<file path="config.mk">
export PLATFORM = sky130hd
export DESIGN_NAME = sysctl_regs
export DESIGN_NICKNAME = d
export VERILOG_FILES = /design/src/soc_pkg.sv /design/src/sysctl_regs.sv
export SDC_FILE = /design/constraint.sdc
export NUM_CORES = 1
export LEC_CHECK = 0
export BUFFER_PORTS_ARGS = -buffer_cell sky130_fd_sc_hd__buf_2
export CAP_MARGIN = 25
export CORE_ASPECT_RATIO = 1.4
export CORE_UTILIZATION = 52
export DETAILED_ROUTE_END_ITERATION = 12
export PLACE_DENSITY = 0.81
export SETUP_SLACK_MARGIN = 0.15
export SYNTH_ARGS = -nofsm -noshare
export SYNTH_HDL_FRONTEND = slang
export SYNTH_SLANG_ARGS = --single-unit
export TNS_END_PERCENT = 20
</file>
<file path="constraint.sdc">
create_clock -name sys_clk -period 4.2 [get_ports sys_clk]
set_clock_uncertainty 0.15 [all_clocks]
set_input_delay 1.26 -clock sys_clk [delete_from_list [all_inputs] [get_ports sys_clk]]
set_output_delay 1.26 -clock sys_clk [all_outputs]
set_load 0.01 [all_outputs]
</file>
<file path="src/soc_pkg.sv">
// SoC shared definitions
package soc_pkg;

	// --------------------
	// Main bus
	// --------------------

	localparam int ADDR_W = 32;
	localparam int DATA_W = 32;
	localparam int SEL_W  = 4;

	// Regions keyed by address bits 31:29
	typedef enum logic [2:0] {
		REGION_DEFAULT = 3'b000,
		REGION_BRAM    = 3'b001,
		REGION_CSR     = 3'b100
	} region_e;

	// Marker word of the unpopulated region
	localparam logic [DATA_W-1:0] DEFAULT_RD_DATA = 32'hABADFACE;

	// 4096 words of on-chip RAM
	localparam int BRAM_ADR_W = 12;

	typedef struct packed {
		logic [ADDR_W-1:0] adr;
		logic [DATA_W-1:0] dat;
		logic [SEL_W-1:0]  sel;
		logic              we;
		logic              cyc;
		logic              stb;
	} bus_req_t;

	typedef struct packed {
		logic [DATA_W-1:0] dat;
		logic              ack;
	} bus_rsp_t;

	// --------------------
	// CSR bus
	// --------------------

	// Bank in the top 4 bits, register index below
	localparam int CSR_ADR_W = 14;

	typedef struct packed {
		logic [CSR_ADR_W-1:0] a;
		logic                 we;
		logic [DATA_W-1:0]    dw;
	} csr_req_t;

	localparam logic [3:0] CSR_BANK_SYSCTL = 4'h1;

	typedef enum logic [9:0] {
		REG_GPIO_IN     = 10'd0,
		REG_GPIO_OUT    = 10'd1,
		REG_GPIO_IRQ_EN = 10'd2,
		REG_SYSTEM_ID   = 10'd3
	} sysctl_reg_e;

	// "X401"
	localparam logic [DATA_W-1:0] SYSTEM_ID = 32'h58343031;

	// Switches and buttons in, LEDs and LCD out
	localparam int GPIO_IN_W  = 13;
	localparam int GPIO_OUT_W = 14;

	typedef struct packed {
		logic       e;
		logic       rs;
		logic       rw;
		logic [3:0] d;
	} lcd_t;

	// Activity hold counter width
	localparam int ACT_HOLD_W = 19;

endpackage

</file>
<file path="src/sysctl_regs.sv">
// System controller registers
`timescale 1ns/10ps

module sysctl_regs (
	input  logic                           sys_clk,
	input  logic                           arst_n_i,
	input  soc_pkg::csr_req_t              csr_i,
	output logic [soc_pkg::DATA_W-1:0]     csr_rd_o,
	input  logic [soc_pkg::GPIO_IN_W-1:0]  gpio_in_i,
	output logic [soc_pkg::GPIO_OUT_W-1:0] gpio_out_o,
	output logic                           gpio_irq_o
);

	import soc_pkg::*;

	logic                  bank_sel;
	sysctl_reg_e           reg_sel;
	logic                  wr_en;

	logic [GPIO_IN_W-1:0]  gin_s1;
	logic [GPIO_IN_W-1:0]  gin_s2;
	logic [GPIO_IN_W-1:0]  gin_d;
	logic [GPIO_IN_W-1:0]  irq_en_q;
	logic [GPIO_OUT_W-1:0] gout_q;
	logic                  irq_q;
	logic [DATA_W-1:0]     rd_q;

	// --------------------
	// Address decode
	// --------------------

	// Bank in the top nibble
	assign bank_sel = (csr_i.a[CSR_ADR_W-1 -: 4] == CSR_BANK_SYSCTL);
	assign reg_sel  = sysctl_reg_e'(csr_i.a[9:0]);
	assign wr_en    = bank_sel & csr_i.we;

	// --------------------
	// GPIO inputs
	// --------------------

	// Two-flop sync, third flop keeps last value for edge detect
	always_ff @(posedge sys_clk or negedge arst_n_i) begin
		if (!arst_n_i) begin
			gin_s1 <= '0;
			gin_s2 <= '0;
			gin_d  <= '0;
			irq_q  <= 1'b0;
		end else begin
			gin_s1 <= gpio_in_i;
			gin_s2 <= gin_s1;
			gin_d  <= gin_s2;
			// Any enabled bit that toggled
			irq_q  <= |((gin_s2 ^ gin_d) & irq_en_q);
		end
	end

	// --------------------
	// Writable registers
	// --------------------

	// Read-only indices fall to default and are dropped
	always_ff @(posedge sys_clk or negedge arst_n_i) begin
		if (!arst_n_i) begin
			gout_q   <= '0;
			irq_en_q <= '0;
		end else if (wr_en) begin
			case (reg_sel)
				REG_GPIO_OUT:    gout_q   <= csr_i.dw[GPIO_OUT_W-1:0];
				REG_GPIO_IRQ_EN: irq_en_q <= csr_i.dw[GPIO_IN_W-1:0];
				default:         ;
			endcase
		end
	end

	// --------------------
	// Read path
	// --------------------

	// Zero outside our bank so it can be ORed with others
	always_ff @(posedge sys_clk) begin
		rd_q <= '0;
		if (bank_sel) begin
			case (reg_sel)
				REG_GPIO_IN:     rd_q <= {{(DATA_W-GPIO_IN_W){1'b0}}, gin_s2};
				REG_GPIO_OUT:    rd_q <= {{(DATA_W-GPIO_OUT_W){1'b0}}, gout_q};
				REG_GPIO_IRQ_EN: rd_q <= {{(DATA_W-GPIO_IN_W){1'b0}}, irq_en_q};
				REG_SYSTEM_ID:   rd_q <= SYSTEM_ID;
				default:         rd_q <= '0;
			endcase
		end
	end

	assign csr_rd_o   = rd_q;
	assign gpio_out_o = gout_q;
	assign gpio_irq_o = irq_q;

endmodule

</file>
==> results.tsv <==
metric	value	unit
status	complete, no violations	
tightest_slew	774.2	ps
ir_drop	0.0002767	V
ctsResizeCount	0	
drt-vias-per-instance	5.043	
gp_congestion	0.7569	
endpoint_kind	flip-flop	
ios	109	
clock_path_buffers	2	
min_period_over_period	70.26	%
start_util	54.38	%
clock-sinks	82	
drv_slew	0	
holdBufCountCts	0	
synth.distinct_cells	26	
met3_usage	4.975	%
clock_latency	340	ps
setup_viol	0	
synth-main-ff-cell	dfrtp_1	
vias	1871	
wl	5.295	mm
layout.nets	360	
hold_path.class	reg2reg	
power_density	403.5	nW/um2
combPwrFrac	5.0	%
std_cell_rows	32	
netlist_area	3027	um2
fmax	338.9	MHz
drt_pass1_iterations	4	
p_clk_share	39.1	%
finalCriticalPeriod	2951	ps
drc	0	
cts_tree	yes	
cts_inserted_buffers	9	
grt_pass1_wl	8.328	mm
cts_root_buffer	clkbuf_8	
seq_area_frac_synth	65.32	%
cts_htree_levels	3	
timing.slew.headroom	48.19	%
grt_util_met1	23.88	%
post_cts_buffers	0	
numPortBuffers	78	
syn_to_final_growth	19.68	%
core	5565	um2
crit_type	in2reg	
placedCellCount	355	
synth-seq-cells	82	
ys_async_sr_fraction	81.71	%
die_w	66.48	um
hold_viol	0	
grt_max_degree	41	
synth_top_cell_by_area	dfrtp_1	
grt_use_met2	30.95	%
drive_above_1_share	40.92	%
clkTransAtPathRegs	70	ps
cp-start-kind	input pin	
cp_max_fo	15	
cap_violations	0	
required	4270	ps
drtAntennaViolNets	0	
power.switching	302.4	uW
antenna_found_initial	0	
die_area	6134	um2
stdcell_count	371	
utilization	65.09	%
synth.yosys.warnings	0	
postSynthAreaPerCell	13.95	um2
leakagePower	1.871	nW
synth_top_area_share	55.39	%
synth_edf_count	0	
dpl.hpwl	3.782	mm
gr-max-usage-layer	met2	
rsz0062_at_grt	false	
p_sw_share	20.69	%
drtIter0Drc	117	
syn-instance-count	217	
layout_commonest_cell	buf_2	
grt_pass1_vias	1760	
antenna_cells	0	
p_int	1.159	mW
crit_arrival	3030	ps
setup_tns	0	ps
wl_per_cell	14.27	um
fp.dieH	92.27	um
seqPwrFrac	55.9	%
track_usage	19.17	%
grt.overflow.total	0	
layout_common_cells	buf_2 (78), dfrtp_1 (67), nor2_1 (24)	
hold_ws	199.7	ps
ys_top_cells_by_area	dfrtp_1 (55%), dfxtp_1 (9.9%), mux2_2 (7.8%)	
==> flip-flops by register name, indices dropped and copies added, names as in the netlist <==
register,flops
gin_d,13
gpio_irq_o,1
irq_en_q,13
gpio_out_o,14
csr_rd_o,15
gin_s2,13
gin_s1,13
==> critical path, stage by stage <==
cell and delay, ps:
buf_2 390, inv_1 200, nor4_4 510, buf_4 300, mux2_2 350
==> cell families (layout without fill, tap and decap cells) <==
logic type | count (synthesis) | count (layout) | share of synthesized area, %
DFF | 82 | 82 | 65.32
and+or+nand+nor | 35 | 35 | 6.532
muxes | 40 | 40 | 14.51
xor gates and xnor gates | 13 | 13 | 3.762
AOI/OAI and AO/OA | 19 | 19 | 3.886
buffers and inverters | 27 | 102 | 5.870
other | 1 | 12 | 0.1239
==> synthesized netlist by cell type, types with 2 or more instances <==
cell / count
dfrtp_1: 67
nor2_1: 24
mux2_2: 21
buf_4: 18
dfxtp_1: 15
xor2_1: 13
mux2_1: 10
a21oi_1: 9
mux2i_1: 9
a22oi_1: 5
clkbuf_1: 4
o22ai_1: 4
inv_1: 3
nor3_1: 2
nor4_2: 2
==> stage by stage <==
stage	power (mW)	instance area [um2]	setup slack (ps)
floorplan	0.8727	3068	1390
global placement	0.9054	3415	888.5
detailed placement	0.9078	3415	846.3
CTS	1.479	3622	1217
global route	1.518	3622	1176
finish	1.462	3622	1249
==> layer usage <==
| metal | wire length (um) | vias up | part of all wire, % |
|---|---|---|---|
| li1 | - | 877 | - |
| met2 | 2772 | 77 | 52 |
| met3 | 333 | 9 | 6.3 |
| met4 | 82 | 0 | 1.5 |
| met1 | 2107 | 908 | 40 |
| met5 | 0 | - | 0 |
==> cell type report <==
type                       count  area, um2
sequential                    82       1977
fill                         441       1943
multi-input combinational    119      913.4
timing repair buffer          83      427.9
clock buffer                  14      172.7
tap                           68      85.08
clock inverter                 2      35.03
inverter                       3      11.26
==> power by group through the flow <==
stage               clock [mW]  combinational [mW]  sequential, mW
finish                   0.571              0.0738           0.817
global route             0.617              0.0824           0.819
CTS                      0.587              0.0750           0.817
detailed placement           0              0.0746           0.833
global placement             0              0.0735           0.832
floorplan                    0              0.0422           0.830
==> worst paths after layout <==
path,slack [ps],start,to,cells past startpoint
max reg2reg,2680,gin_s2[4]$_DFF_PN0_,gpio_irq_o$_DFF_PN0_,4
min reg2reg,200,gin_s1[2]$_DFF_PN0_,gin_s2[2]$_DFF_PN0_,0
max,1250,csr_i[33],gpio_out_o[2]$_DFFE_PN0P_,5
min,200,gin_s1[2]$_DFF_PN0_,gin_s2[2]$_DFF_PN0_,0
max in group asynchronous,2240,arst_n_i,gin_s2[6]$_DFF_PN0_,2
min in group asynchronous,760,arst_n_i,irq_en_q[11]$_DFFE_PN0P_,1
Note: power is estimated with default switching activity, not from simulation.
