File: src/soc_pkg.sv
// SoC shared definitions
package soc_pkg;

	// --------------------
	// Main bus
	// --------------------

	localparam int ADDR_W = 32;
	localparam int DATA_W = 32;
	localparam int SEL_W  = 4;

	// Regions keyed by address bits 31:29
	typedef enum logic [2:0] {
		REGION_DEFAULT = 3'b000,
		REGION_BRAM    = 3'b001,
		REGION_CSR     = 3'b100
	} region_e;

	// Marker word of the unpopulated region
	localparam logic [DATA_W-1:0] DEFAULT_RD_DATA = 32'hABADFACE;

	// 4096 words of on-chip RAM
	localparam int BRAM_ADR_W = 12;

	typedef struct packed {
		logic [ADDR_W-1:0] adr;
		logic [DATA_W-1:0] dat;
		logic [SEL_W-1:0]  sel;
		logic              we;
		logic              cyc;
		logic              stb;
	} bus_req_t;

	typedef struct packed {
		logic [DATA_W-1:0] dat;
		logic              ack;
	} bus_rsp_t;

	// --------------------
	// CSR bus
	// --------------------

	// Bank in the top 4 bits, register index below
	localparam int CSR_ADR_W = 14;

	typedef struct packed {
		logic [CSR_ADR_W-1:0] a;
		logic                 we;
		logic [DATA_W-1:0]    dw;
	} csr_req_t;

	localparam logic [3:0] CSR_BANK_SYSCTL = 4'h1;

	typedef enum logic [9:0] {
		REG_GPIO_IN     = 10'd0,
		REG_GPIO_OUT    = 10'd1,
		REG_GPIO_IRQ_EN = 10'd2,
		REG_SYSTEM_ID   = 10'd3
	} sysctl_reg_e;

	// "X401"
	localparam logic [DATA_W-1:0] SYSTEM_ID = 32'h58343031;

	// Switches and buttons in, LEDs and LCD out
	localparam int GPIO_IN_W  = 13;
	localparam int GPIO_OUT_W = 14;

	typedef struct packed {
		logic       e;
		logic       rs;
		logic       rw;
		logic [3:0] d;
	} lcd_t;

	// Activity hold counter width
	localparam int ACT_HOLD_W = 19;

endpackage

File: src/bus_decoder.sv
// Bus address decoder
`timescale 1ns/10ps

module bus_decoder (
	input  logic              sys_clk,
	input  logic              arst_n_i,
	input  soc_pkg::bus_req_t m_req_i,
	output soc_pkg::bus_rsp_t m_rsp_o,
	output soc_pkg::bus_req_t bram_req_o,
	input  soc_pkg::bus_rsp_t bram_rsp_i,
	output soc_pkg::bus_req_t csr_req_o,
	input  soc_pkg::bus_rsp_t csr_rsp_i
);

	import soc_pkg::*;

	region_e region;
	logic    dflt_access;
	logic    dflt_ack_q;

	// --------------------
	// Region decode
	// --------------------

	// Top three address bits pick the slave
	always_comb begin
		case (m_req_i.adr[ADDR_W-1 -: 3])
			REGION_BRAM: region = REGION_BRAM;
			REGION_CSR:  region = REGION_CSR;
			default:     region = REGION_DEFAULT;
		endcase
	end

	// Request fields fan out unchanged
	// Only cyc and stb are gated per slave
	always_comb begin
		bram_req_o     = m_req_i;
		bram_req_o.cyc = m_req_i.cyc & (region == REGION_BRAM);
		bram_req_o.stb = m_req_i.stb & (region == REGION_BRAM);
		csr_req_o      = m_req_i;
		csr_req_o.cyc  = m_req_i.cyc & (region == REGION_CSR);
		csr_req_o.stb  = m_req_i.stb & (region == REGION_CSR);
	end

	// --------------------
	// Default region
	// --------------------

	// Unpopulated space, acked and never stored
	assign dflt_access = m_req_i.cyc & m_req_i.stb & (region == REGION_DEFAULT);

	// One ack per access, none while it is high
	always_ff @(posedge sys_clk or negedge arst_n_i) begin
		if (!arst_n_i) begin
			dflt_ack_q <= 1'b0;
		end else begin
			dflt_ack_q <= dflt_access & ~dflt_ack_q;
		end
	end

	// --------------------
	// Response mux
	// --------------------

	always_comb begin
		case (region)
			REGION_BRAM: begin
				m_rsp_o = bram_rsp_i;
			end
			REGION_CSR: begin
				m_rsp_o = csr_rsp_i;
			end
			default: begin
				m_rsp_o.dat = DEFAULT_RD_DATA;
				m_rsp_o.ack = dflt_ack_q;
			end
		endcase
	end

endmodule

File: config.mk
export PLATFORM = sky130hd
export DESIGN_NAME = bus_decoder
export DESIGN_NICKNAME = d
export VERILOG_FILES = /design/src/soc_pkg.sv /design/src/bus_decoder.sv
export SDC_FILE = /design/constraint.sdc
export NUM_CORES = 1
export LEC_CHECK = 0
export ABC_AREA = 1
export BUFFER_PORTS_ARGS = -buffer_cell sky130_fd_sc_hd__clkbuf_2
export CORE_AREA = 2 2 123 125
export CTS_CLUSTER_DIAMETER = 40
export DETAILED_ROUTE_END_ITERATION = 7
export DIE_AREA = 0 0 125 127
export REMOVE_ABC_BUFFERS = 1
export SETUP_SLACK_MARGIN = 0.02
export SLEW_MARGIN = 20
export SYNTH_ARGS = -nofsm -noshare
export SYNTH_HDL_FRONTEND = slang
export SYNTH_SLANG_ARGS = --single-unit
File: constraint.sdc
create_clock -name sys_clk -period 1.1 [get_ports sys_clk]
set_clock_uncertainty 0.15 [all_clocks]
set_input_delay 0.165 -clock sys_clk [delete_from_list [all_inputs] [get_ports sys_clk]]
set_output_delay 0.165 -clock sys_clk [all_outputs]
set_load 0.01 [all_outputs]
==> results of run 1 <==
## metrics by stage
step / total power [W] / std cells / hold slack, ns
after detailed placement: 0.000571 / 430 / -0.208
after CTS: 0.000653 / 436 / 0.180
final: 0.000720 / 438 / 0.180
after global placement: 0.000571 / 430 / -0.209
after global routing: 0.000775 / 437 / 0.180
after floorplan: 0.000202 / 117 / -0.281
## layer usage
layer | GRT usage (%) | part of all wire (%) | routed length [um]
met2 | 33.7 | 47 | 8010
met1 | 13.7 | 24 | 4060
met3 | 23.7 | 25 | 4310
met5 | 8.05 | 0.90 | 152
met4 | 3.59 | 2.3 | 395
## placed cells by master (no fill, tap or decap), types with 2 or more instances in the layout
master / instances
clkbuf_2: 82
nand2_1: 40
nand3_1: 36
buf_2: 19
nand3_2: 17
buf_6: 14
buf_4: 9
nand2_2: 7
buf_12: 5
nand3_4: 4
inv_2: 2
nor2_4: 2
inv_1: 2
nor2_2: 2
nor2_1: 2
clkbuf_16: 2
buf_8: 2
## power groups by stage
stage | Clock (W) | Sequential [W] | Combinational (W)
final | 0.000000000122 | 0.0000412 | 0.000679
after global routing | 0 | 0.0000415 | 0.000733
after CTS | 0 | 0.0000407 | 0.000612
after detailed placement | 0 | 0.0000407 | 0.000530
after global placement | 0 | 0.0000407 | 0.000531
after floorplan | 0 | 0.0000404 | 0.000162
## final timing paths
check / from / endpoint / slack [ns] / cells after the start
max reg2reg: dflt_ack_q$_DFF_PN0_ / dflt_ack_q$_DFF_PN0_ / 0.33 / 1
min: m_req_i[39] / bram_req_o[39] / 0.18 / 0
max: m_req_i[68] / m_rsp_o[10] / -0.25 / 7
max in group asynchronous: arst_n_i / dflt_ack_q$_DFF_PN0_ / 0.34 / 2
min reg2reg: dflt_ack_q$_DFF_PN0_ / dflt_ack_q$_DFF_PN0_ / 0.29 / 1
min in group asynchronous: arst_n_i / dflt_ack_q$_DFF_PN0_ / 0.37 / 2
## cell families (layout without fill, tap and decap cells)
kind of cell,count (synthesis),count (layout),synth area share (%)
buffers and inverters,154,140,67.8
DFF,1,1,1.48
other,0,1,0
and+or+nand+nor,112,112,30.8
## layout make-up
type / instances / area (um^2)
fill: 1716 / 12500
timing repair buffer: 136 / 962
multi-input combinational: 112 / 678
tap: 184 / 230
sequential: 1 / 25.0
inverter: 4 / 15.0
antenna: 1 / 2.50
## repair_timing
action | in CTS | in global routing
hold buffers | 1 | 0
resized for setup | 24 | 69
buffers inserted | 6 | 1
pin swaps | 10 | 15
endpoints found under the setup margin | 40 | 38
cloned | 2 | 1
hold endpoints to repair | 1 | 0
==> results.py, run 1 <==
metrics = {
    "outcome": {
        "status": "finished, violations left",
        "violations": "setup timing",
    },
    "route": {
        "ant_nets": 0,
        "routed_wl_mm": 16.9,
        "wire_per_inst_um": 38.6,
        "viasPerCell": 3.91,
        "first_iter_violations": 60,
        "drc_errors": 0,
        "num_vias": 1712,
        "drtPass1Iterations": 5,
    },
    "worst_setup_path": {
        "cp.arrival_ns": 1.03,
        "crit_buf_inv": 3,
        "crit_family": "simple AND/OR/NAND/NOR gates",
        "crit_path_top_delay_cell": "buf_12",
        "startpoint_type": "input pin",
        "slowest_delay_ns": 0.15,
        "crit_fanout": 8,
        "crit_chain": "clkbuf_16 > nor2_4 > nand2_2 > nand2_4 > buf_12 > nand3_2 > buf_6",
        "required_ns": 0.78,
        "end_kind": "output pin",
        "critPathKind": "input pin to output pin",
    },
    "sta": {
        "fin_crit_sh_pct": 122,
        "hold_viol": 0,
        "setup_tns_ns": -6.99,
        "slew_viol_final": 0,
        "setup_ws_ns": -0.246,
        "max_slew_margin_pct": 87.0,
        "tightest_slew_ns": 0.195,
        "rsz0062_at_grt": "true",
        "fmax_ghz": 0.743,
        "fin_crit_ns": 1.35,
        "setup_viol": 38,
    },
    "floorplan": {
        "placeableCoreArea_um2": 14400,
        "die_w_um": 125,
        "rows": 44,
        "dieArea_um2": 15900,
        "die_h_um": 127,
        "start_util_pct": 11.7,
        "io_pins": 314,
    },
    "global_routing": {
        "grt_usage_pct": 19.8,
        "grt_max_degree": 19,
        "grt_pass1_vias": 1550,
        "grt-ovfl-total": 0,
        "grt_pass1_wl_mm": 20.2,
        "antenna_found_initial": 0,
    },
    "pwr": {
        "p_seq_share_pct": 5.7,
        "ir_worst_vdd_mv": 0.101,
        "power-per-cell-area_nw_per_um2": 376,
        "p_comb_share_pct": 94.3,
        "swShare_pct": 45.5,
        "power.share.clock_pct": 0,
        "p_leak_nw": 0.921,
        "internal_power_w": 0.000392,
        "switching_power_w": 0.000328,
    },
    "logic_synthesis": {
        "synth.most_common_cell": "buf_4",
        "synth_commonest_cells": "buf_4, nand3_1, nand2_1",
        "ys_seq_elements": 1,
        "yosys.area.top_type_share_pct": 61.2,
        "yosysWarnings": 0,
        "synth_area_leaders": "buf_4, nand3_1, nand2_1",
        "synth_cell_types": 13,
        "yosysTopAreaCell": "buf_4",
        "syn_inst": 267,
        "synth_edf_count": 0,
        "ys_seq_area_share_pct": 1.48,
        "synth.avg_cell_area_um2": 6.34,
        "syn_area_um2": 1690,
        "synth_async_sr_flop_share_pct": 100,
        "synthFlopType": "dfrtp_1",
    },
    "worst_hold_path": {
        "hold_class": "input pin to output pin",
    },
    "final_layout": {
        "regMostFlops": "dflt_ack_q",
        "stdcell_area_um2": 1910,
        "largestRegisters": "dflt_ack_q (1)",
        "largest_reg_flops": 1,
        "drive_above_1_share_pct": 67.6,
        "nNetsFinal": 394,
        "final_util_pct": 13.3,
        "synthToLayoutAreaGrowth_pct": 13.1,
    },
    "clocking": {
        "clk_latency_ns": 0,
    },
    "placement": {
        "port_buffers": 115,
        "dpl_worst_slack_ns": -0.339,
        "place_area_um2": 1520,
        "dp_hpwl_mm": 15.3,
        "gp_congestion": 0.826,
    },
    "flow_run": {
        "cap_violations": 0,
    },
}
Note: power is estimated with default switching activity, not from simulation.
==> inputs of run 2 (changes only) <==
- CORE_AREA: 2 2 123 125 -> 2 2 122 124
- DIE_AREA: 0 0 125 127 -> 0 0 124 126
- REMOVE_ABC_BUFFERS: 1 -> default
- clock period: 1.1 -> 1.7 ns (I/O delays scaled with it)
==> run 2 against run 1 <==
The run now ends clean. Combinational power is 42% lower. Global-route usage is 13 points lower. Register-to-register slack better by 0.59 ns. Worst setup slack better by 0.32 ns. Worst hold slack better by 0.099 ns. Largest power group unchanged.
==> results.py, run 2 (synthesized netlist as in run 1, its figures left out) <==
metrics = {
    "route": {
        "drc_errors": 0,
        "num_vias": 1493,
        "wire_per_inst_um": 16.0,
        "viasPerCell": 3.42,
        "routed_wl_mm": 6.98,
        "first_iter_violations": 38,
        "ant_nets": 0,
        "drtPass1Iterations": 4,
    },
    "final_layout": {
        "drive_above_1_share_pct": 57.1,
        "largestRegisters": "dflt_ack_q (1)",
        "stdcell_count": 436,
        "final_common_cell": "clkbuf_2",
        "synthToLayoutAreaGrowth_pct": 2.88,
        "num-fill-cells": 1695,
        "final_util_pct": 12.2,
        "regMostFlops": "dflt_ack_q",
        "layout_common_cells": "clkbuf_2, nand3_1, nand2_1",
        "nNetsFinal": 393,
        "antenna_cells": 0,
        "largest_reg_flops": 1,
    },
    "floorplan": {
        "placeableCoreArea_um2": 14300,
        "start_util_pct": 11.8,
        "dieArea_um2": 15600,
        "rows": 44,
        "die_h_um": 126,
        "io_pins": 314,
        "die_w_um": 124,
    },
    "sta": {
        "rsz0062_at_grt": "true",
        "slew_viol_final": 0,
        "hold_viol": 0,
        "tightest_slew_ns": 0.227,
        "setup_viol": 0,
        "fmax_ghz": 0.616,
        "fin_crit_ns": 1.62,
        "fin_hold_ws_ns": 0.279,
        "max_slew_margin_pct": 84.9,
        "fin_crit_sh_pct": 95.5,
    },
    "worst_setup_path": {
        "startpoint_type": "input pin",
        "crit_fanout": 8,
        "critPathKind": "input pin to output pin",
        "cp-startpoint": "m_req_i[68]",
        "required_ns": 1.29,
        "end_kind": "output pin",
        "cp.arrival_ns": 1.22,
        "timing.rr.start": "dflt_ack_q$_DFF_PN0_",
    },
    "placement": {
        "port_buffers": 115,
        "dp.cells": 424,
        "dp_hpwl_mm": 4.93,
        "gp_congestion": 0.672,
    },
    "clocking": {
        "clk_latency_ns": 0,
        "clkSlewWorstSetupHoldPaths_ns": 0,
    },
    "pwr": {
        "switching_power_w": 0.000199,
        "power-per-cell-area_nw_per_um2": 243,
        "p_leak_nw": 0.866,
        "internal_power_w": 0.000224,
        "swShare_pct": 47.0,
        "ir_worst_vdd_mv": 0.0843,
        "power.share.clock_pct": 0,
        "p_seq_share_pct": 6.2,
        "p_comb_share_pct": 93.8,
    },
    "outcome": {
        "status": "finished clean",
    },
    "worst_hold_path": {
        "hold_class": "flop to flop",
        "min_from": "dflt_ack_q$_DFF_PN0_",
    },
    "global_routing": {
        "grt_pass1_vias": 1329,
        "grt_pass1_wl_mm": 7.76,
        "grt-ovfl-total": 0,
        "grt_max_degree": 33,
        "antenna_found_initial": 0,
        "grt_usage_pct": 6.65,
    },
    "logic_synthesis": {
        "synth_nets": 406,
    },
    "flow_run": {
        "cap_violations": 0,
    },
}
run 2: cell type report:
cell class / instances / area [um^2] / area share [%]
timing repair buffer: 135 / 921 / 52.9
multi-input combinational: 112 / 549 / 31.6
tap: 184 / 230 / 13.2
sequential: 1 / 25.0 / 1.44
inverter: 4 / 15.0 / 0.863
run 2: repair_timing:
item,CTS,global route
buffers inserted,0,4
hold buffers,1,0
pin swaps,0,3
setup endpoints to repair,1,23
hold endpoints to repair,1,0
gates resized for setup,2,17
cloned,0,7
run 2: stage by stage:
step | setup TNS [ns] | instance area, um^2 | power [W] | setup slack (ns)
floorplan | 0 | 1690 | 0.000496 | 0.415
global placement | -0.0505 | 1480 | 0.000352 | -0.0505
detailed placement | -0.0510 | 1480 | 0.000353 | -0.0510
CTS | 0 | 1500 | 0.000358 | 0.0253
global route | 0 | 1740 | 0.000465 | 0.0116
finish | 0 | 1740 | 0.000423 | 0.0772
run 2: power by group through the flow:
stage	registers [W]	logic, W	clock network, W
floorplan	0.0000262	0.000470	0
global placement	0.0000264	0.000326	0
detailed placement	0.0000264	0.000327	0
CTS	0.0000264	0.000332	0
global route	0.0000266	0.000438	0
finish	0.0000263	0.000397	0
run 2: final timing paths:
check                                  endpoint  slack (ns)  cells past startpoint
max reg2reg                dflt_ack_q$_DFF_PN0_        0.92                      1
min in group asynchronous  dflt_ack_q$_DFF_PN0_        0.42                      2
max                                 m_rsp_o[22]        0.08                      7
min reg2reg                dflt_ack_q$_DFF_PN0_        0.28                      1
min                        dflt_ack_q$_DFF_PN0_        0.28                      1
max in group asynchronous  dflt_ack_q$_DFF_PN0_        0.88                      2
run 2: critical path, stage by stage:
cell and delay [ns]:
buf_4 0.14, nor2_4 0.22, buf_12 0.15, clkbuf_16 0.16, nand3_1 0.07, nand3_1 0.08, clkbuf_2 0.13
run 2: metal layers:
metal	GRT usage, %	part of all wire, %
met1	6.04	35
met2	10.8	43
met3	3.03	14
met4	6.35	8.6
met5	0	0
