File: src/soc_pkg.sv
// SoC shared definitions
package soc_pkg;

	// --------------------
	// Main bus
	// --------------------

	localparam int ADDR_W = 32;
	localparam int DATA_W = 32;
	localparam int SEL_W  = 4;

	// Regions keyed by address bits 31:29
	typedef enum logic [2:0] {
		REGION_DEFAULT = 3'b000,
		REGION_BRAM    = 3'b001,
		REGION_CSR     = 3'b100
	} region_e;

	// Marker word of the unpopulated region
	localparam logic [DATA_W-1:0] DEFAULT_RD_DATA = 32'hABADFACE;

	// 4096 words of on-chip RAM
	localparam int BRAM_ADR_W = 12;

	typedef struct packed {
		logic [ADDR_W-1:0] adr;
		logic [DATA_W-1:0] dat;
		logic [SEL_W-1:0]  sel;
		logic              we;
		logic              cyc;
		logic              stb;
	} bus_req_t;

	typedef struct packed {
		logic [DATA_W-1:0] dat;
		logic              ack;
	} bus_rsp_t;

	// --------------------
	// CSR bus
	// --------------------

	// Bank in the top 4 bits, register index below
	localparam int CSR_ADR_W = 14;

	typedef struct packed {
		logic [CSR_ADR_W-1:0] a;
		logic                 we;
		logic [DATA_W-1:0]    dw;
	} csr_req_t;

	localparam logic [3:0] CSR_BANK_SYSCTL = 4'h1;

	typedef enum logic [9:0] {
		REG_GPIO_IN     = 10'd0,
		REG_GPIO_OUT    = 10'd1,
		REG_GPIO_IRQ_EN = 10'd2,
		REG_SYSTEM_ID   = 10'd3
	} sysctl_reg_e;

	// "X401"
	localparam logic [DATA_W-1:0] SYSTEM_ID = 32'h58343031;

	// Switches and buttons in, LEDs and LCD out
	localparam int GPIO_IN_W  = 13;
	localparam int GPIO_OUT_W = 14;

	typedef struct packed {
		logic       e;
		logic       rs;
		logic       rw;
		logic [3:0] d;
	} lcd_t;

	// Activity hold counter width
	localparam int ACT_HOLD_W = 19;

endpackage

File: src/activity_led.sv
// Serial activity LED
`timescale 1ns/10ps

module activity_led #(
	parameter int HOLD_W = soc_pkg::ACT_HOLD_W
) (
	input  logic sys_clk,
	input  logic arst_n_i,
	input  logic line_i,
	output logic led_o
);

	logic              line_s1;
	logic              line_s2;
	logic [HOLD_W-1:0] hold_q;
	logic              led_q;

	// Line idles high, so sync flops come out of reset at one
	// Low level reloads the hold, then it counts down to zero
	always_ff @(posedge sys_clk or negedge arst_n_i) begin
		if (!arst_n_i) begin
			line_s1 <= 1'b1;
			line_s2 <= 1'b1;
			hold_q  <= '0;
			led_q   <= 1'b0;
		end else begin
			line_s1 <= line_i;
			line_s2 <= line_s1;
			if (!line_s2) begin
				hold_q <= '1;
			end else if (hold_q != '0) begin
				hold_q <= hold_q - 1'b1;
			end
			led_q <= (hold_q != '0);
		end
	end

	assign led_o = led_q;

endmodule

File: config.mk
export PLATFORM = sky130hd
export DESIGN_NAME = activity_led
export DESIGN_NICKNAME = d
export VERILOG_FILES = /design/src/soc_pkg.sv /design/src/activity_led.sv
export SDC_FILE = /design/constraint.sdc
export NUM_CORES = 1
export LEC_CHECK = 0
export BUFFER_PORTS_ARGS = -buffer_cell sky130_fd_sc_hd__buf_2
export CAP_MARGIN = 20
export CORE_MARGIN = 2
export CORE_UTILIZATION = 35
export CTS_CLUSTER_SIZE = 40
export DETAILED_ROUTE_END_ITERATION = 8
export PLACE_DENSITY = 0.59
export REMOVE_ABC_BUFFERS = 1
export SLEW_MARGIN = 30
export SYNTH_ARGS = -nofsm -noshare
export SYNTH_HDL_FRONTEND = slang
export SYNTH_SLANG_ARGS = --single-unit
export TNS_END_PERCENT = 100
File: constraint.sdc
create_clock -name sys_clk -period 4.9 [get_ports sys_clk]
set_clock_uncertainty 0.1 [all_clocks]
set_input_delay 0.735 -clock sys_clk [delete_from_list [all_inputs] [get_ports sys_clk]]
set_output_delay 0.735 -clock sys_clk [all_outputs]
set_load 0.02 [all_outputs]
==> impl_metrics.toml, run 1 <==
[outcome]
outcome = "complete, no violations"

[sta]
tightestPinTransition_ns = 0.567
setup_ws_ns = 2.45
maxSlewHeadroom_pct = 62.0
fmax_mhz = 409
fin_crit_ns = 2.45
fin_crit_sh_pct = 49.9
setup_viol = 0
finalMaxSlewViolations = 0
hold_viol = 0
rsz0062_at_grt = "false"
final.setup.tns_ns = 0

[route]
vias_per_cell = 5.61
dr_total_vias = 953
drc = 0
firstDrtPassIters = 4
antenna_left = 0
avgRoutedWirePerCell_um = 13.8
wirelength_mm = 2.34
first_iter_violations = 33

[min_path]
hp-class = "reg -> reg"
whs_path_depth = 0
min_to = "line_s2"
min_from = "line_s1"

[floorplan]
die_x_um = 62.7
dieArea_um2 = 3930
start_util_pct = 36.4
num_io_pins = 4
die_h_um = 62.7
core_um2 = 3310
rows = 21

[setup_path]
path_max_fanout = 8
critPathKind = "reg -> reg"
r2r_setup_slack_ns = 2.45
crit_path_start_kind = "register"
reg2reg_to = "hold_q[7]"
critPathArrivalTime_ns = 2.56
crit_required_ns = 5.02
crit_path_end_kind = "register"
reg2regPathDepth = 4
rr_startpoint = "hold_q[13]"

[power_and_ir_drop]
finalPower_w = 0.000288
peakVddDrop_mv = 0.108
power_leakage_nw = 0.386
power_density_nw_per_um2 = 225

[final_layout]
drive_above_1_share_pct = 16.1
layout_common_cells = "dfrtp_1, nand2_1, nand2b_1, or4_1, nor2_1"
nets = 129
area_growth_pct = 6.43
fillers = 359
final_common_cell = "dfrtp_1"
diodes = 0

[global_route]
grt_pass1_wl_mm = 4.15
grt_pass1_vias = 914
antenna_found_initial = 0
grt_overflow = 0
groute.usage.overall_pct = 13.3
grt_max_degree = 28

[yosys]
synthArstFlopShare_pct = 100
syn_inst = 123
netlist_area_um2 = 1210
yosysUniqueCellTypes = 36
synth_area_per_cell_um2 = 9.81
ys.flop_type = "dfrtp_1"
synth_edf_count = 0
yosysWarnings = 0
yosysSeqAreaShare_pct = 45.9
synth_seq_cells = 22

[cts]
cts_tree = "yes"
clk_path_buf_depth = 2
cts_resized = 0
clock-root-buffer = "clkbuf_4"
post-cts-setup-buffer-count = 0
cts-buffers-inserted = 3
clk_pin_slew_ns = 0.13
clkSinkCount = 22
postCtsHoldBufs = 0
clk_latency_ns = 0.32
cts_max_level = 1

[placed_design]
numPortBuffers = 3
gp_congestion = 0.743
place_hpwl_mm = 1.64
pre_cts_slack_ns = 2.12

[job]
cap_violations = 0
==> Yosys cell counts (2+ instances only) <==
| library cell | instances | area (µm²) |
|---|---|---|
| nor4_1 | 2 | 12.5 |
| or3_1 | 4 | 25.0 |
| dfstp_2 | 2 | 52.6 |
| buf_2 | 3 | 15.0 |
| or4_1 | 7 | 52.6 |
| mux2_2 | 2 | 22.5 |
| nor2_1 | 7 | 26.3 |
| clkbuf_1 | 3 | 11.3 |
| o21ai_0 | 5 | 25.0 |
| a21oi_1 | 3 | 15.0 |
| nand3_1 | 6 | 30.0 |
| inv_1 | 3 | 11.3 |
| and4_1 | 2 | 17.5 |
| a31oi_1 | 2 | 12.5 |
| nor3_1 | 4 | 20.0 |
| dfrtp_1 | 20 | 500 |
| nand2b_1 | 8 | 50.1 |
| nand2_1 | 11 | 41.3 |
| o21ai_1 | 4 | 20.0 |
| o31ai_1 | 3 | 22.5 |
| mux2_1 | 5 | 56.3 |
| or4_4 | 2 | 22.5 |
| a211oi_1 | 2 | 15.0 |
==> where the power goes <==
| part | internal, W | switching (W) |
|---|---|---|
| clock network | 0.0000318 | 0.0000555 |
| logic | 0.00000398 | 0.00000677 |
| registers | 0.000185 | 0.00000508 |
==> cells by family after synthesis <==
kind of cell | Yosys count | share of synthesized area (%)
and+or+nand+nor | 61 | 31.5
AOI/OAI and AO/OA | 23 | 11.9
DFF | 22 | 45.9
buffers and inverters | 9 | 3.11
muxes | 7 | 6.53
adders and majority gates | 1 | 1.04
==> how the worst max path moves through the flow <==
| stage | startpoint | end |
|---|---|---|
| floorplan | hold_q[0] | hold_q[3] |
| finish | hold_q[13] | hold_q[7] |
| global route | hold_q[0] | hold_q[3] |
| detailed placement | hold_q[0] | hold_q[3] |
| CTS | hold_q[0] | hold_q[3] |
| global placement | hold_q[0] | hold_q[3] |
==> state kept, by name, summed over array words and instances, names as in the netlist <==
| register | cells |
|---|---|
| hold_q | 19 |
| led_o | 1 |
| line_s1 | 1 |
| line_s2 | 1 |
==> layout make-up <==
cell class / count / area, µm² / area share (%)
clock buffer: 4 / 26.3 / 2.05
tap: 46 / 57.6 / 4.48
multi-input combinational: 92 / 621 / 48.3
sequential: 22 / 553 / 43.1
timing repair buffer: 3 / 15.0 / 1.17
inverter: 3 / 11.3 / 0.877
==> layer usage <==
layer	part of all wire, %	wire [µm]	track usage, %
met2	47	1100	20.0
met5	0	0	0
met1	47	1100	17.9
met4	2.0	46	8.61
met3	3.9	92	1.80
==> critical path, cell delays in order (launching register included) <==
cell and delay [ns]:
dfrtp_1 0.45, or4_1 0.70, or3_1 0.54, o21ai_1 0.23, mux2_1 0.34
==> per-stage QoR <==
| step | area [µm²] | utilization, % | instances | hold slack (ns) |
|---|---|---|---|---|
| after floorplan | 1180 | - | 117 | 0.245 |
| after global placement | 1250 | 37.8 | 166 | 0.247 |
| after detailed placement | 1250 | 37.8 | 166 | 0.248 |
| after CTS | 1280 | 38.6 | 170 | 0.266 |
| after global routing | 1280 | 38.8 | 170 | 0.272 |
| final | 1280 | 38.8 | 170 | 0.264 |
(Power assumes the default switching activity.)
==> run 2, diff against run 1 <==
Settings changed: PLACE_DENSITY 0.59 to 0.61.
Clock period 4.9 ns to 2.13 ns, I/O delays scaled along.
==> impl_metrics.toml, run 2 (synthesis results as in run 1) <==
[setup_path]
crit_path_start_kind = "register"
critPathTopFamily = "simple AND/OR/NAND/NOR gates"
cp-startpoint = "hold_q[0]"
worstPathCellList = "or4_4 -> or4_4 -> nor4_4 -> mux2_4"
critical_path_buf_inv_count = 0
worstSetupPathDepth = 4
critPathSlowestCell = "or4_4"
r2r_setup_slack_ns = -0.05
max_stage_delay_ns = 0.56
crit_required_ns = 2.25
crit_top_cell = "or4_4"
crit_end = "hold_q[15]"
crit_path_end_kind = "register"
rr_startpoint = "hold_q[0]"
path_max_fanout = 5
critPathKind = "reg -> reg"
reg2reg_to = "hold_q[15]"
reg2regPathDepth = 4
critPathArrivalTime_ns = 2.29

[global_route]
grt_max_degree = 28
antenna_found_initial = 0
grt_pass1_vias = 1118
grt_overflow = 0
grt_pass1_wl_mm = 5.13
groute.usage.overall_pct = 16.1

[final_layout]
largest-register = "hold_q"
layout_common_cells = "buf_4, dfrtp_1, nand2_1, nand2b_1, nor2_1"
fin_area_um2 = 1740
area_growth_pct = 44.6
final_common_cell = "buf_4"
nets = 166
diodes = 0
drive_above_1_share_pct = 46.6
final_core_util_pct = 52.7
largest_register_ffs = 19

[sta]
fin_hold_ws_ns = 0.266
rsz0062_at_grt = "true"
fmax_mhz = 460
finalMaxSlewViolations = 0
fin_crit_ns = 2.18
maxSlewHeadroom_pct = 65.9
setup_viol = 2
setup_ws_ns = -0.0462
final.setup.tns_ns = -0.0631
fin_crit_sh_pct = 102
hold_viol = 0
tightestPinTransition_ns = 0.511

[placed_design]
gp_congestion = 0.777
numPortBuffers = 3
placed_cell_area_um2 = 1470
place_hpwl_mm = 2.06

[power_and_ir_drop]
power_density_nw_per_um2 = 469
finalPower_w = 0.000818
power_leakage_nw = 0.625
peakVddDrop_mv = 0.261

[route]
drc = 0
dr_total_vias = 1114
firstDrtPassIters = 4
antenna_left = 0
first_iter_violations = 44
avgRoutedWirePerCell_um = 15.5
vias_per_cell = 5.38
wirelength_mm = 3.21

[min_path]
min_from = "line_s1"
whs_path_depth = 0
hp-class = "reg -> reg"

[outcome]
outcome = "finished, violations left"
violations = "setup timing"

[cts]
clk_pin_slew_ns = 0.14
clk_path_buf_depth = 2
clkSinkCount = 22
clock-root-buffer = "clkbuf_4"
clk_latency_ns = 0.31
cts_tree = "yes"
cts_max_level = 1
cts-buffers-inserted = 3

[floorplan]
dieArea_um2 = 3930
die_h_um = 62.7
die_x_um = 62.7
rows = 21
start_util_pct = 36.4
core_um2 = 3310
num_io_pins = 4

[job]
cap_violations = 0
## run 2: cell types whose count changed in the layout (fill, tap and decap cells not counted), moves of 4 or more
cell	before	now
or4_1	7	3
buf_6	0	4
buf_4	0	31
or4_4	2	6
## run 2: worst reg2reg max path, cell delays in order (launching register included)
cell and delay [ns]:
dfrtp_1 0.45, or4_4 0.56, or4_4 0.47, nor4_4 0.17, mux2_4 0.32
## run 2: through the flow
step           instances  setup slack, ns
2_1_floorplan        117           -0.314
3_3_place_gp         195          -0.0171
3_5_place_dp         195          -0.0640
4_1_cts              203          -0.0352
5_1_grt              207          -0.0995
6_report             207          -0.0462
## run 2: cell type report
| class | count | area (µm²) |
|---|---|---|
| timing repair buffer | 40 | 313 |
| sequential | 22 | 554 |
| tap | 46 | 57.6 |
| inverter | 3 | 11.3 |
| clock buffer | 3 | 22.5 |
| multi-input combinational | 92 | 756 |
| clock inverter | 1 | 30.0 |
| fill | 291 | 1570 |
## run 2: worst min path at each step
| stage | endpoint |
|---|---|
| after floorplan | hold_q[0] |
| after CTS | line_s2 |
| after global placement | hold_q[14] |
| after global routing | line_s2 |
| after detailed placement | hold_q[13] |
| final | line_s2 |
## run 2: per-layer routing
layer / share of wire [%] / track usage, % / vias up
met3: 1.6 / 1.80 / 4
met1: 45 / 21.0 / 567
met2: 52 / 27.8 / 11
met4: 1.2 / 5.28 / 0
met5: 0 / 0 / -
li1: - / - / 532
## run 2: timing repair
action / CTS / global route
setup endpoints to repair: 12 / 18
resized for setup: 14 / 21
endpoints found under the hold margin: 21 / 0
hold buffers: 2 / 0
pin swaps: 1 / 6
setup buffers: 2 / 4
## run 2: power by group
part           leakage [nW]  total (W)  internal, W  switching (W)
combinational         0.398  0.0000434    0.0000217      0.0000217
sequential            0.199   0.000442     0.000426      0.0000153
clock                0.0279   0.000333     0.000190       0.000143
==> run 3, diff against run 2 <==
Settings changed: CORE_UTILIZATION 35 to 54, PLACE_DENSITY 0.61 to 0.83.
==> impl_metrics.toml, run 3 (synthesis results as in run 1) <==
[setup_path]
path_max_fanout = 3
crit_required_ns = 2.30
crit_path_start_kind = "register"
critPathKind = "reg -> reg"
crit_path_end_kind = "register"
critPathArrivalTime_ns = 2.37

[floorplan]
start_util_pct = 55.6
rows = 17
die_h_um = 51.3
core_um2 = 2170
die_x_um = 51.3
dieArea_um2 = 2630
num_io_pins = 4

[power_and_ir_drop]
peakVddDrop_mv = 0.502
power_density_nw_per_um2 = 428
power_leakage_nw = 0.558
finalPower_w = 0.000675

[final_layout]
largest-register = "hold_q"
final_common_cell = "buf_4"
diodes = 0
nets = 159
largest_register_ffs = 19
area_growth_pct = 30.8
drive_above_1_share_pct = 39.6
layout_common_cells = "buf_4, dfrtp_1, nand2_1, nand2b_1, nor2_1"

[route]
avgRoutedWirePerCell_um = 17.1
firstDrtPassIters = 4
first_iter_violations = 38
wl_met1_mm = 1.27
wirelength_mm = 3.12
dr_wl_met2_mm = 1.63
vias_per_cell = 6.28
top_layer = "met4"
dr_wl_met3_um = 134
dr_total_vias = 1143
antenna_left = 0
drc = 0

[sta]
fin_crit_sh_pct = 103
setup_viol = 4
setup_ws_ns = -0.0680
fin_hold_ws_ns = 0.266
maxSlewHeadroom_pct = 66.7
tightestPinTransition_ns = 0.499
fin_crit_ns = 2.20
hold_viol = 0
finalMaxSlewViolations = 0
rsz0062_at_grt = "true"
fmax_mhz = 455

[outcome]
outcome = "finished, violations left"
violations = "setup timing"

[cts]
clk_path_buf_depth = 2
cts-buffers-inserted = 3
cts_max_level = 1
clock-root-buffer = "clkbuf_4"
clk_latency_ns = 0.32
cts_tree = "yes"
clk_pin_slew_ns = 0.13
clkSinkCount = 22

[global_route]
groute.usage.overall_pct = 25.7
antenna_found_initial = 0
grt_max_degree = 28
grt_pass1_wl_mm = 4.96
grt_overflow = 0
grt_pass1_vias = 1079

[placed_design]
place_hpwl_mm = 1.96
numPortBuffers = 3
gp_congestion = 0.800

[job]
cap_violations = 0

[min_path]
hp-class = "reg -> reg"
## run 3: changes by cell type in the layout (fill, tap and decap cells not counted), moves of 2 or more
| cell | delta |
|---|---|
| o21ai_0 | +2 |
| buf_6 | -3 |
| o21ai_2 | -2 |
| buf_4 | -4 |
| nor3_4 | -2 |
## run 3: power by group
part / leakage [nW] / internal, W / switching (W) / total (W)
clock network: 0.0150 / 0.0000734 / 0.000129 / 0.000203
logic: 0.344 / 0.0000153 / 0.0000172 / 0.0000324
registers: 0.199 / 0.000426 / 0.0000142 / 0.000440
## run 3: worst paths after layout
path | slack, ns | to | from | cells past startpoint
max | -0.07 | hold_q[13] | hold_q[7] | 5
min | 0.27 | line_s2 | line_s1 | 0
max reg2reg | -0.07 | hold_q[13] | hold_q[7] | 5
min reg2reg | 0.27 | line_s2 | line_s1 | 0
max in group asynchronous | 1.17 | hold_q[1] | arst_n_i | 2
min in group asynchronous | 0.37 | hold_q[8] | arst_n_i | 2
## run 3: through the flow
| stage | area, µm² | util (%) | TNS, ns | cells | setup WS (ns) |
|---|---|---|---|---|---|
| detailed placement | 1410 | 65.0 | -0.547 | 172 | -0.118 |
| global placement | 1410 | 65.0 | -0.146 | 172 | -0.0584 |
| global route | 1580 | 72.7 | -0.554 | 182 | -0.110 |
| CTS | 1490 | 68.7 | -0.118 | 179 | -0.0652 |
| finish | 1580 | 72.7 | -0.178 | 182 | -0.0680 |
| floorplan | 1180 | - | -1.88 | 117 | -0.314 |
## run 3: cell type report
class                      instances  area (µm²)
clock buffer                       4        26.3
fill                             158         592
inverter                           3        11.3
multi-input combinational         92         702
sequential                        22         554
tap                               28        35.0
timing repair buffer              33         249
## run 3: what timing repair did
item / in CTS / in global routing
buffers inserted: 1 / 3
gates resized for setup: 7 / 13
hold endpoints to repair: 21 / 0
hold buffers: 2 / 0
pin swaps: 1 / 3
endpoints found under the setup margin: 15 / 17
## run 3: metal layers
| layer | vias up | track usage (%) |
|---|---|---|
| met5 | - | 0 |
| met3 | 9 | 4.09 |
| li1 | 523 | - |
| met1 | 580 | 31.1 |
| met2 | 31 | 44.8 |
| met4 | 0 | 11.8 |
## run 3: worst max-delay path, stage by stage (launching register included)
cell     delay, ns
dfrtp_1       0.41
or4_4         0.54
or4_4         0.52
buf_4         0.17
or3_1         0.30
nand3_1       0.10
